### config.mk
export PLATFORM = sky130hd
export DESIGN_NAME = ex_top
export DESIGN_NICKNAME = d
export VERILOG_FILES = /design/src/ex_pkg.sv /design/src/div_count.sv /design/src/div_ctrl.sv /design/src/div_core.sv /design/src/ex_alu.sv /design/src/ex_stage.sv /design/src/ex_top.sv
export SDC_FILE = /design/constraint.sdc
export NUM_CORES = 1
export LEC_CHECK = 0
export BUFFER_PORTS_ARGS = -buffer_cell sky130_fd_sc_hd__buf_2
export CORE_ASPECT_RATIO = 2
export CORE_MARGIN = 8
export CORE_UTILIZATION = 25
export CTS_BUF_LIST = sky130_fd_sc_hd__clkbuf_4 sky130_fd_sc_hd__clkbuf_8
export CTS_CLUSTER_DIAMETER = 80
export CTS_CLUSTER_SIZE = 16
export DETAILED_ROUTE_END_ITERATION = 10
export PLACE_DENSITY = 0.4
export SYNTH_ARGS = -nofsm -noshare
export SYNTH_HDL_FRONTEND = slang
export SYNTH_SLANG_ARGS = --single-unit
### constraint.sdc
create_clock -name clk -period 6.3 [get_ports clk]
set_input_delay 0.945 -clock clk [delete_from_list [all_inputs] [get_ports clk]]
set_output_delay 0.945 -clock clk [all_outputs]
set_load 0.01 [all_outputs]
### src/ex_pkg.sv
package ex_pkg;

    localparam int XLEN      = 32;
    localparam int REG_AW    = 5;
    localparam int DIV_STEPS = 32;
    localparam int DIV_CW    = $clog2(DIV_STEPS);   // divider step counter width

    typedef enum logic [3:0] {
        ADD, SUB, SLT, SLTU,
        AND, OR, NOR, XOR,
        SLL, SRL, SRA, LUI,
        DIV, DIVU, MOD, MODU
    } alu_op_e;

    typedef enum logic [1:0] {
        BYTE,
        HALF,
        WORD
    } st_size_e;

    typedef struct packed {
        logic [XLEN-1:0]   pc;
        alu_op_e           alu_op;
        logic [XLEN-1:0]   src1;
        logic [XLEN-1:0]   src2;
        logic [XLEN-1:0]   rkd_value;      // store data
        logic              res_from_mem;   // load
        logic              mem_we;         // store
        logic              rf_we;
        logic [REG_AW-1:0] rf_waddr;
        st_size_e          size;
        logic              ld_unsigned;
    } id_to_ex_t;

    typedef struct packed {
        logic              res_from_mem;
        logic              rf_we;
        logic [REG_AW-1:0] rf_waddr;
        logic [XLEN-1:0]   alu_result;
    } ex_fwd_t;

    typedef struct packed {
        logic [XLEN-1:0]   pc;
        logic              res_from_mem;
        logic              rf_we;
        logic [REG_AW-1:0] rf_waddr;
        logic [XLEN-1:0]   alu_result;
        logic [1:0]        addr_low;       // for load lane extraction
        st_size_e          size;
        logic              ld_unsigned;
    } ex_to_mem_t;

    typedef struct packed {
        logic            en;
        logic [3:0]      we;
        logic [XLEN-1:0] addr;
        logic [XLEN-1:0] wdata;
    } mem_req_t;

endpackage

### src/div_count.sv
`timescale 1ns/10ps

module div_count (
    input  logic clk,
    input  logic resetn,
    input  logic load,
    input  logic dec,
    output logic last
);
    import ex_pkg::*;

    logic [DIV_CW-1:0] cnt;

    always_ff @(posedge clk) begin
        if (!resetn) begin
            cnt <= '0;
        end else if (load) begin
            cnt <= DIV_CW'(DIV_STEPS - 1);   // one step per quotient bit
        end else if (dec) begin
            cnt <= cnt - 1'b1;
        end
    end

    assign last = (cnt == '0);

endmodule

### src/div_ctrl.sv
`timescale 1ns/10ps

module div_ctrl (
    input  logic clk,
    input  logic resetn,
    input  logic start,
    input  logic is_div,
    input  logic flush,
    input  logic item_release,
    input  logic last,
    output logic load,
    output logic step,
    output logic init,
    output logic done
);

    typedef enum logic [1:0] {IDLE, RUN, DONE} state_e;

    state_e state;
    state_e state_nxt;

    always_comb begin
        state_nxt = state;
        case (state)
            IDLE: if (start && is_div) state_nxt = RUN;
            RUN:  if (last) state_nxt = DONE;         // final step this cycle
            DONE: if (item_release) state_nxt = IDLE;
            default: state_nxt = IDLE;
        endcase
        if (flush) begin
            state_nxt = IDLE;
        end
    end

    always_ff @(posedge clk) begin
        if (!resetn) begin
            state <= IDLE;
        end else begin
            state <= state_nxt;
        end
    end

    assign init = (state == IDLE) && start && is_div;
    assign load = init;                // counter restarts with the operands
    assign step = (state == RUN);
    assign done = (state == DONE);     // held while the item waits downstream

endmodule

### src/div_core.sv
`timescale 1ns/10ps

module div_core (
    input  logic                     clk,
    input  logic                     resetn,
    input  logic                     init,
    input  logic                     step,
    input  logic [ex_pkg::XLEN-1:0]  dividend,
    input  logic [ex_pkg::XLEN-1:0]  divisor,
    input  logic                     is_signed,
    output logic [ex_pkg::XLEN-1:0]  quotient,
    output logic [ex_pkg::XLEN-1:0]  remainder
);
    import ex_pkg::*;

    logic            a_neg;
    logic            b_neg;
    logic [XLEN-1:0] q;          // dividend shifts out, quotient shifts in
    logic [XLEN-1:0] r;          // partial remainder
    logic [XLEN-1:0] b;          // divisor magnitude
    logic            q_neg;
    logic            r_neg;
    logic [XLEN:0]   shifted;
    logic [XLEN+1:0] diff;

    assign a_neg = is_signed & dividend[XLEN-1];
    assign b_neg = is_signed & divisor[XLEN-1];

    assign shifted = {r, q[XLEN-1]};
    assign diff    = {1'b0, shifted} - {2'b00, b};   // msb set means borrow

    always_ff @(posedge clk) begin
        if (init) begin
            q <= a_neg ? -dividend : dividend;
            r <= '0;
            b <= b_neg ? -divisor : divisor;
        end else if (step) begin
            q <= {q[XLEN-2:0], ~diff[XLEN+1]};
            r <= diff[XLEN+1] ? shifted[XLEN-1:0] : diff[XLEN-1:0];   // restore on borrow
        end
    end

    always_ff @(posedge clk) begin
        if (!resetn) begin
            q_neg <= 1'b0;
            r_neg <= 1'b0;
        end else if (init) begin
            q_neg <= a_neg ^ b_neg;
            r_neg <= a_neg;      // remainder follows the dividend
        end
    end

    assign quotient  = q_neg ? -q : q;
    assign remainder = r_neg ? -r : r;

endmodule

### src/ex_alu.sv
`timescale 1ns/10ps

module ex_alu (
    input  logic                    clk,
    input  logic                    resetn,
    input  logic                    flush,
    input  logic                    start,
    input  logic                    item_release,
    input  ex_pkg::alu_op_e         alu_op,
    input  logic [ex_pkg::XLEN-1:0] src1,
    input  logic [ex_pkg::XLEN-1:0] src2,
    output logic [ex_pkg::XLEN-1:0] result,
    output logic                    complete
);
    import ex_pkg::*;

    logic            is_div;
    logic            is_signed;
    logic            pick_quot;
    logic [XLEN-1:0] simple_res;
    logic [XLEN-1:0] quotient;
    logic [XLEN-1:0] remainder;
    logic            load;
    logic            step;
    logic            init;
    logic            done;
    logic            last;

    assign is_div    = (alu_op == DIV) || (alu_op == DIVU) || (alu_op == MOD) || (alu_op == MODU);
    assign is_signed = (alu_op == DIV) || (alu_op == MOD);
    assign pick_quot = (alu_op == DIV) || (alu_op == DIVU);

    always_comb begin
        case (alu_op)
            ADD:     simple_res = src1 + src2;
            SUB:     simple_res = src1 - src2;
            SLT:     simple_res = {{(XLEN-1){1'b0}}, $signed(src1) < $signed(src2)};
            SLTU:    simple_res = {{(XLEN-1){1'b0}}, src1 < src2};
            AND:     simple_res = src1 & src2;
            OR:      simple_res = src1 | src2;
            NOR:     simple_res = ~(src1 | src2);
            XOR:     simple_res = src1 ^ src2;
            SLL:     simple_res = src1 << src2[4:0];
            SRL:     simple_res = src1 >> src2[4:0];
            SRA:     simple_res = $signed(src1) >>> src2[4:0];
            LUI:     simple_res = src2;            // decode already placed the immediate
            default: simple_res = '0;              // divides come from div_core
        endcase
    end

    div_ctrl u_div_ctrl (
        .clk          (clk),
        .resetn       (resetn),
        .start        (start),
        .is_div       (is_div),
        .flush        (flush),
        .item_release (item_release),
        .last         (last),
        .load         (load),
        .step         (step),
        .init         (init),
        .done         (done)
    );

    div_count u_div_count (
        .clk    (clk),
        .resetn (resetn),
        .load   (load),
        .dec    (step),
        .last   (last)
    );

    div_core u_div_core (
        .clk       (clk),
        .resetn    (resetn),
        .init      (init),
        .step      (step),
        .dividend  (src1),
        .divisor   (src2),
        .is_signed (is_signed),
        .quotient  (quotient),
        .remainder (remainder)
    );

    assign result   = !is_div ? simple_res : (pick_quot ? quotient : remainder);
    assign complete = is_div ? done : start;   // single-cycle ops finish at once

endmodule

### src/ex_stage.sv
`timescale 1ns/10ps

module ex_stage (
    input  logic                    clk,
    input  logic                    resetn,
    input  logic                    flush,
    input  logic                    later_excep,
    // decode side
    input  logic                    id_to_ex_valid,
    input  ex_pkg::id_to_ex_t       id_to_ex,
    output logic                    ex_allowin,
    // memory side
    input  logic                    mem_allowin,
    output logic                    ex_to_mem_valid,
    output ex_pkg::ex_to_mem_t      ex_to_mem,
    output ex_pkg::ex_fwd_t         ex_fwd,
    output ex_pkg::mem_req_t        mem_req,
    // alu handshake
    output ex_pkg::alu_op_e         alu_op,
    output logic [ex_pkg::XLEN-1:0] alu_src1,
    output logic [ex_pkg::XLEN-1:0] alu_src2,
    output logic                    alu_start,
    output logic                    alu_release,
    input  logic [ex_pkg::XLEN-1:0] alu_result,
    input  logic                    alu_complete
);
    import ex_pkg::*;

    logic            ex_valid;
    id_to_ex_t       item;
    logic            ready_go;
    logic [1:0]      addr_low;
    logic [3:0]      lane_we;
    logic [XLEN-1:0] st_data;

    assign ready_go        = alu_complete;   // wait on the alu
    assign ex_allowin      = !ex_valid || (ready_go && mem_allowin);
    assign ex_to_mem_valid = ex_valid && ready_go;
    assign alu_release     = ex_to_mem_valid && mem_allowin;   // item leaves this edge

    always_ff @(posedge clk) begin
        if (!resetn) begin
            ex_valid <= 1'b0;
        end else if (flush) begin
            ex_valid <= 1'b0;            // incoming item dropped too
        end else if (ex_allowin) begin
            ex_valid <= id_to_ex_valid;
        end
    end

    always_ff @(posedge clk) begin
        if (id_to_ex_valid && ex_allowin) begin
            item <= id_to_ex;
        end
    end

    assign alu_op    = item.alu_op;
    assign alu_src1  = item.src1;
    assign alu_src2  = item.src2;
    assign alu_start = ex_valid;

    assign addr_low = alu_result[1:0];

    always_comb begin
        case (item.size)
            BYTE: begin
                lane_we = 4'b0001 << addr_low;
                st_data = {4{item.rkd_value[7:0]}};
            end
            HALF: begin
                lane_we = addr_low[1] ? 4'b1100 : 4'b0011;
                st_data = {2{item.rkd_value[15:0]}};
            end
            default: begin
                lane_we = 4'b1111;       // word
                st_data = item.rkd_value;
            end
        endcase
    end

    assign mem_req.en    = ex_valid && (item.res_from_mem || item.mem_we) && !later_excep;
    assign mem_req.we    = {4{ex_valid && item.mem_we}} & lane_we;
    assign mem_req.addr  = alu_result;
    assign mem_req.wdata = st_data;

    // back to decode for bypass and load-use stall
    assign ex_fwd.res_from_mem = item.res_from_mem && ex_valid;
    assign ex_fwd.rf_we        = item.rf_we && ex_valid;
    assign ex_fwd.rf_waddr     = item.rf_waddr;
    assign ex_fwd.alu_result   = alu_result;

    assign ex_to_mem.pc           = item.pc;
    assign ex_to_mem.res_from_mem = item.res_from_mem && ex_valid;
    assign ex_to_mem.rf_we        = item.rf_we && ex_valid;
    assign ex_to_mem.rf_waddr     = item.rf_waddr;
    assign ex_to_mem.alu_result   = alu_result;
    assign ex_to_mem.addr_low     = addr_low;
    assign ex_to_mem.size         = item.size;
    assign ex_to_mem.ld_unsigned  = item.ld_unsigned;

endmodule

### src/ex_top.sv
`timescale 1ns/10ps

module ex_top (
    input  logic               clk,
    input  logic               resetn,
    input  logic               flush,
    input  logic               later_excep,
    input  logic               id_to_ex_valid,
    input  ex_pkg::id_to_ex_t  id_to_ex,
    output logic               ex_allowin,
    input  logic               mem_allowin,
    output logic               ex_to_mem_valid,
    output ex_pkg::ex_to_mem_t ex_to_mem,
    output ex_pkg::ex_fwd_t    ex_fwd,
    output ex_pkg::mem_req_t   mem_req
);
    import ex_pkg::*;

    alu_op_e         alu_op;
    logic [XLEN-1:0] alu_src1;
    logic [XLEN-1:0] alu_src2;
    logic            alu_start;
    logic            alu_release;
    logic [XLEN-1:0] alu_result;
    logic            alu_complete;

    ex_stage u_ex_stage (
        .clk             (clk),
        .resetn          (resetn),
        .flush           (flush),
        .later_excep     (later_excep),
        .id_to_ex_valid  (id_to_ex_valid),
        .id_to_ex        (id_to_ex),
        .ex_allowin      (ex_allowin),
        .mem_allowin     (mem_allowin),
        .ex_to_mem_valid (ex_to_mem_valid),
        .ex_to_mem       (ex_to_mem),
        .ex_fwd          (ex_fwd),
        .mem_req         (mem_req),
        .alu_op          (alu_op),
        .alu_src1        (alu_src1),
        .alu_src2        (alu_src2),
        .alu_start       (alu_start),
        .alu_release     (alu_release),
        .alu_result      (alu_result),
        .alu_complete    (alu_complete)
    );

    ex_alu u_ex_alu (
        .clk          (clk),
        .resetn       (resetn),
        .flush        (flush),
        .start        (alu_start),
        .item_release (alu_release),
        .alu_op       (alu_op),
        .src1         (alu_src1),
        .src2         (alu_src2),
        .result       (alu_result),
        .complete     (alu_complete)
    );

endmodule

==> results.yml <==
synth:
  syn_area_per_cell_um2: 8.36
  synthCells: 2764
  synth_ff_type: "edfxtp_1"
  synth_area_um2: 23100
  seq_area_frac_synth_pct: 30.5
  ys_ff_latch: 249
  syn-num-nets: 3051
  async_flop_share_pct: 0
  synth_warnings: 0
  synth_cell_type_count: 81
  synth_edf_count: 207
global_route:
  busiest_layer: "met2"
  grt_pass1_wl_um: 156000
  grt_use_met1_pct: 26.0
  grt_max_degree: 74
  grt_use_met3_pct: 2.95
  antenna_found_initial: 3
  grt_use_total_pct: 20.3
  met2_usage_pct: 32.6
  grt_overflow: 0
  grt_pass1_vias: 22100
critical_path:
  r2r_end: "u_ex_alu.u_div_core.r[9]"
  r2r_start: "u_ex_alu.u_div_core.q[31]"
  critPathBufInv: 3
  end_kind: "output pin"
  endpoint: "ex_fwd[13]"
  r2r_slack_ns: 1.62
  path_cells: "inv_1 -> ha_1 -> nor2_1 -> o311ai_0 -> a21oi_1 -> a21o_1 -> a21oi_1 -> nor2_1 -> nor2_1 -> o221ai_1 -> a2111oi_0 -> buf_4 -> a21oi_1 -> buf_2"
  criticalPathCategory: "reg -> out"
  cp.depth: 14
  required_ns: 5.35
  critical_path.max_stage_delay_ns: 0.80
  reg2regPathDepth: 13
  cp-start-kind: "flip-flop"
  cp_top_family: "compound AO/OA/AOI/OAI gates"
  crit_start: "u_ex_stage.alu_src1[1]"
  critPathMaxFanout: 9
  arrival_ns: 5.07
  slowest_stage: "a2111oi_0"
clocking:
  cts_buffer_depth: 3
  cts_buffers: 25
  path_clk_slew_ns: 0.11
  cts_root_buffer: "clkbuf_8"
  cts_tree: "done"
  clock_latency_ns: 0.72
  cts_sinks: 249
  cts_max_level: 1
routing:
  ant_nets: 0
  vias_per_cell: 5.41
  wl_per_cell_um: 26.5
  routed_wl_um: 109000
  firstDrtPassIters: 6
  drc: 0
  drt_iter0_drc: 1908
  vias: 22300
timing:
  worstMarginPinSlew_ns: 1.31
  setup_viol: 0
  fin_setup_tns_ns: 0
  timing.final.ws_setup_ns: 0.287
  rsz0062_at_grt: "false"
  period_share_pct: 95.4
  finClkSkew_ns: 0.0585
  relSlewSlack_pct: 12.0
  slew_violations: 0
  fin_crit_ns: 6.01
  timing.fmax_mhz: 166
  hold_viol: 0
layout:
  syn_to_final_growth_pct: 12.5
  drive_gt1_share_pct: 19.1
  final_area_um2: 26000
  finalNetCount: 3197
  fillCellCount: 10100
floorplanning:
  start_util_pct: 25.1
  dieArea_um2: 103000
  core.rowCount: 158
  die_w_um: 231
  die_h_um: 446
  io_pins: 335
  core-area_um2: 92100
outcome:
  status: "completed"
pwr:
  vdd_drop_max_mv: 0.207
  cellLeakagePower_nw: 10.2
  cellPowerDensity_nw_per_um2: 199
place:
  post-place-ws_ns: 0.715
  postPlaceCellArea_um2: 25400
  dpl.hpwl_um: 84900
  place_congestion: 0.952
  numPortBuffers: 334
flow_run:
  max_cap_violations: 0
worst_hold_path:
  hold_path.class: "in -> reg"
[power breakdown]
group | leakage (nW) | switching, mW | internal, mW
logic | 7.62 | 1.23 | 0.683
clock network | 0.291 | 0.763 | 0.478
registers | 2.31 | 0.128 | 1.89
[how the worst min path moves through the flow]
stage	slack (ns)	startpoint	cells past startpoint	endpoint
3_3_place_gp	0.52	u_ex_alu.u_div_core.r[31]	1	u_ex_alu.u_div_core.r[31]
5_1_grt	0.35	id_to_ex[12]	1	u_ex_stage.item[12]
6_report	0.39	id_to_ex[129]	1	u_ex_stage.ex_to_mem[62]
2_1_floorplan	0.48	u_ex_stage.alu_src2[0]	0	u_ex_alu.u_div_core.b[0]
3_5_place_dp	0.52	u_ex_alu.u_div_core.r[31]	1	u_ex_alu.u_div_core.r[31]
4_1_cts	0.32	id_to_ex[129]	1	u_ex_stage.ex_to_mem[62]
[layout make-up]
class	count	area [µm²]	area share [%]
Inverter	143	537	2.07
Antenna cell	2	5.00	0.0193
Tap cell	1200	1500	5.78
Clock inverter	11	139	0.534
Multi-Input combinational cell	2076	14000	54.0
Timing Repair Buffer	415	2300	8.83
Sequential cell	249	7060	27.2
Clock buffer	34	424	1.63
[cell usage in the layout, fill, tap and decap left out, types with 42 or more instances in the layout]
master | netlist | final
mux2i_1 | 67 | 67
o31ai_1 | 44 | 44
o21ai_0 | 240 | 237
nand2_1 | 253 | 253
xnor2_1 | 112 | 112
nor3_1 | 55 | 50
inv_1 | 139 | 138
buf_2 | 0 | 334
nor2_1 | 240 | 238
edfxtp_1 | 207 | 207
buf_4 | 121 | 79
a21oi_1 | 248 | 247
ha_1 | 135 | 135
dfxtp_1 | 42 | 42
[sequential cells by signal, summed over array words and instances (netlist names), 5 cells and up]
| register | count |
|---|---|
| u_ex_alu.u_div_core.r | 32 |
| u_ex_stage.item | 35 |
| u_ex_stage.alu_src2 | 32 |
| u_ex_alu.u_div_core.b | 32 |
| u_ex_stage.ex_to_mem | 35 |
| u_ex_alu.u_div_count.cnt | 5 |
| u_ex_alu.u_div_core.q | 32 |
| u_ex_stage.alu_src1 | 32 |
| u_ex_stage.ex_fwd | 5 |
[logic make-up after synthesis]
logic type,after synthesis,synth area share [%]
AO/OA/AOI/OAI,911,25.2
XOR/XNOR,151,5.72
adder cells (fa/ha/maj),138,7.57
buffers and inverters,439,9.10
flip-flops,249,30.5
multiplexers,124,7.00
AND/OR/NAND/NOR,752,14.9
[metal layers]
metal | part of all wire (%) | wire (µm) | vias to the layer above
li1 | - | - | 10300
met1 | 42 | 46000 | 10800
met2 | 45 | 49400 | 990
met3 | 6.2 | 6810 | 199
met4 | 6.5 | 7120 | 2
met5 | 0.0082 | 9 | -
[stage by stage]
stage / total power, mW / hold WS [ns] / utilization [%] / cells
after CTS: 5.24 / 0.320 / 28.1 / 4125
final: 5.17 / 0.389 / 28.2 / 4130
after global routing: 5.47 / 0.347 / 28.2 / 4129
after detailed placement: 3.95 / 0.520 / 27.5 / 4080
after floorplan: 3.30 / 0.480 / - / 2764
after global placement: 3.96 / 0.518 / 27.5 / 4080
[repair_timing]
item	in CTS	in global routing
cloned	0	0
resized for setup	1	10
buffers inserted	0	3
hold buffers	0	0
endpoints found under the setup margin	3	35
[Yosys cell counts, drive strengths merged, types with 42 or more instances]
master | number | area share [%]
nand2 | 254 | 4.1
a21oi | 248 | 5.4
o21ai | 243 | 5.3
nor2 | 240 | 3.9
edfxtp | 207 | 27
clkbuf | 158 | 2.6
inv | 140 | 2.3
buf | 138 | 4.2
ha | 135 | 7.3
xnor2 | 112 | 4.2
mux2i | 67 | 2.9
nor3 | 55 | 1.2
o31ai | 44 | 1.4
dfxtp | 42 | 3.6
[worst register-to-register path, cell delays in order (launching register included)]
cell	delay, ns
edfxtp_1	0.51
inv_1	0.08
ha_1	0.24
nand2b_1	0.20
a2111oi_0	0.77
o31ai_1	0.32
a2111oi_0	0.87
o21ai_0	0.36
a31oi_1	0.30
nor3_2	0.06
buf_4	0.31
nor3_1	0.36
a21oi_1	0.07
o21ai_0	0.16
Note: power is estimated with default switching activity, not from simulation.
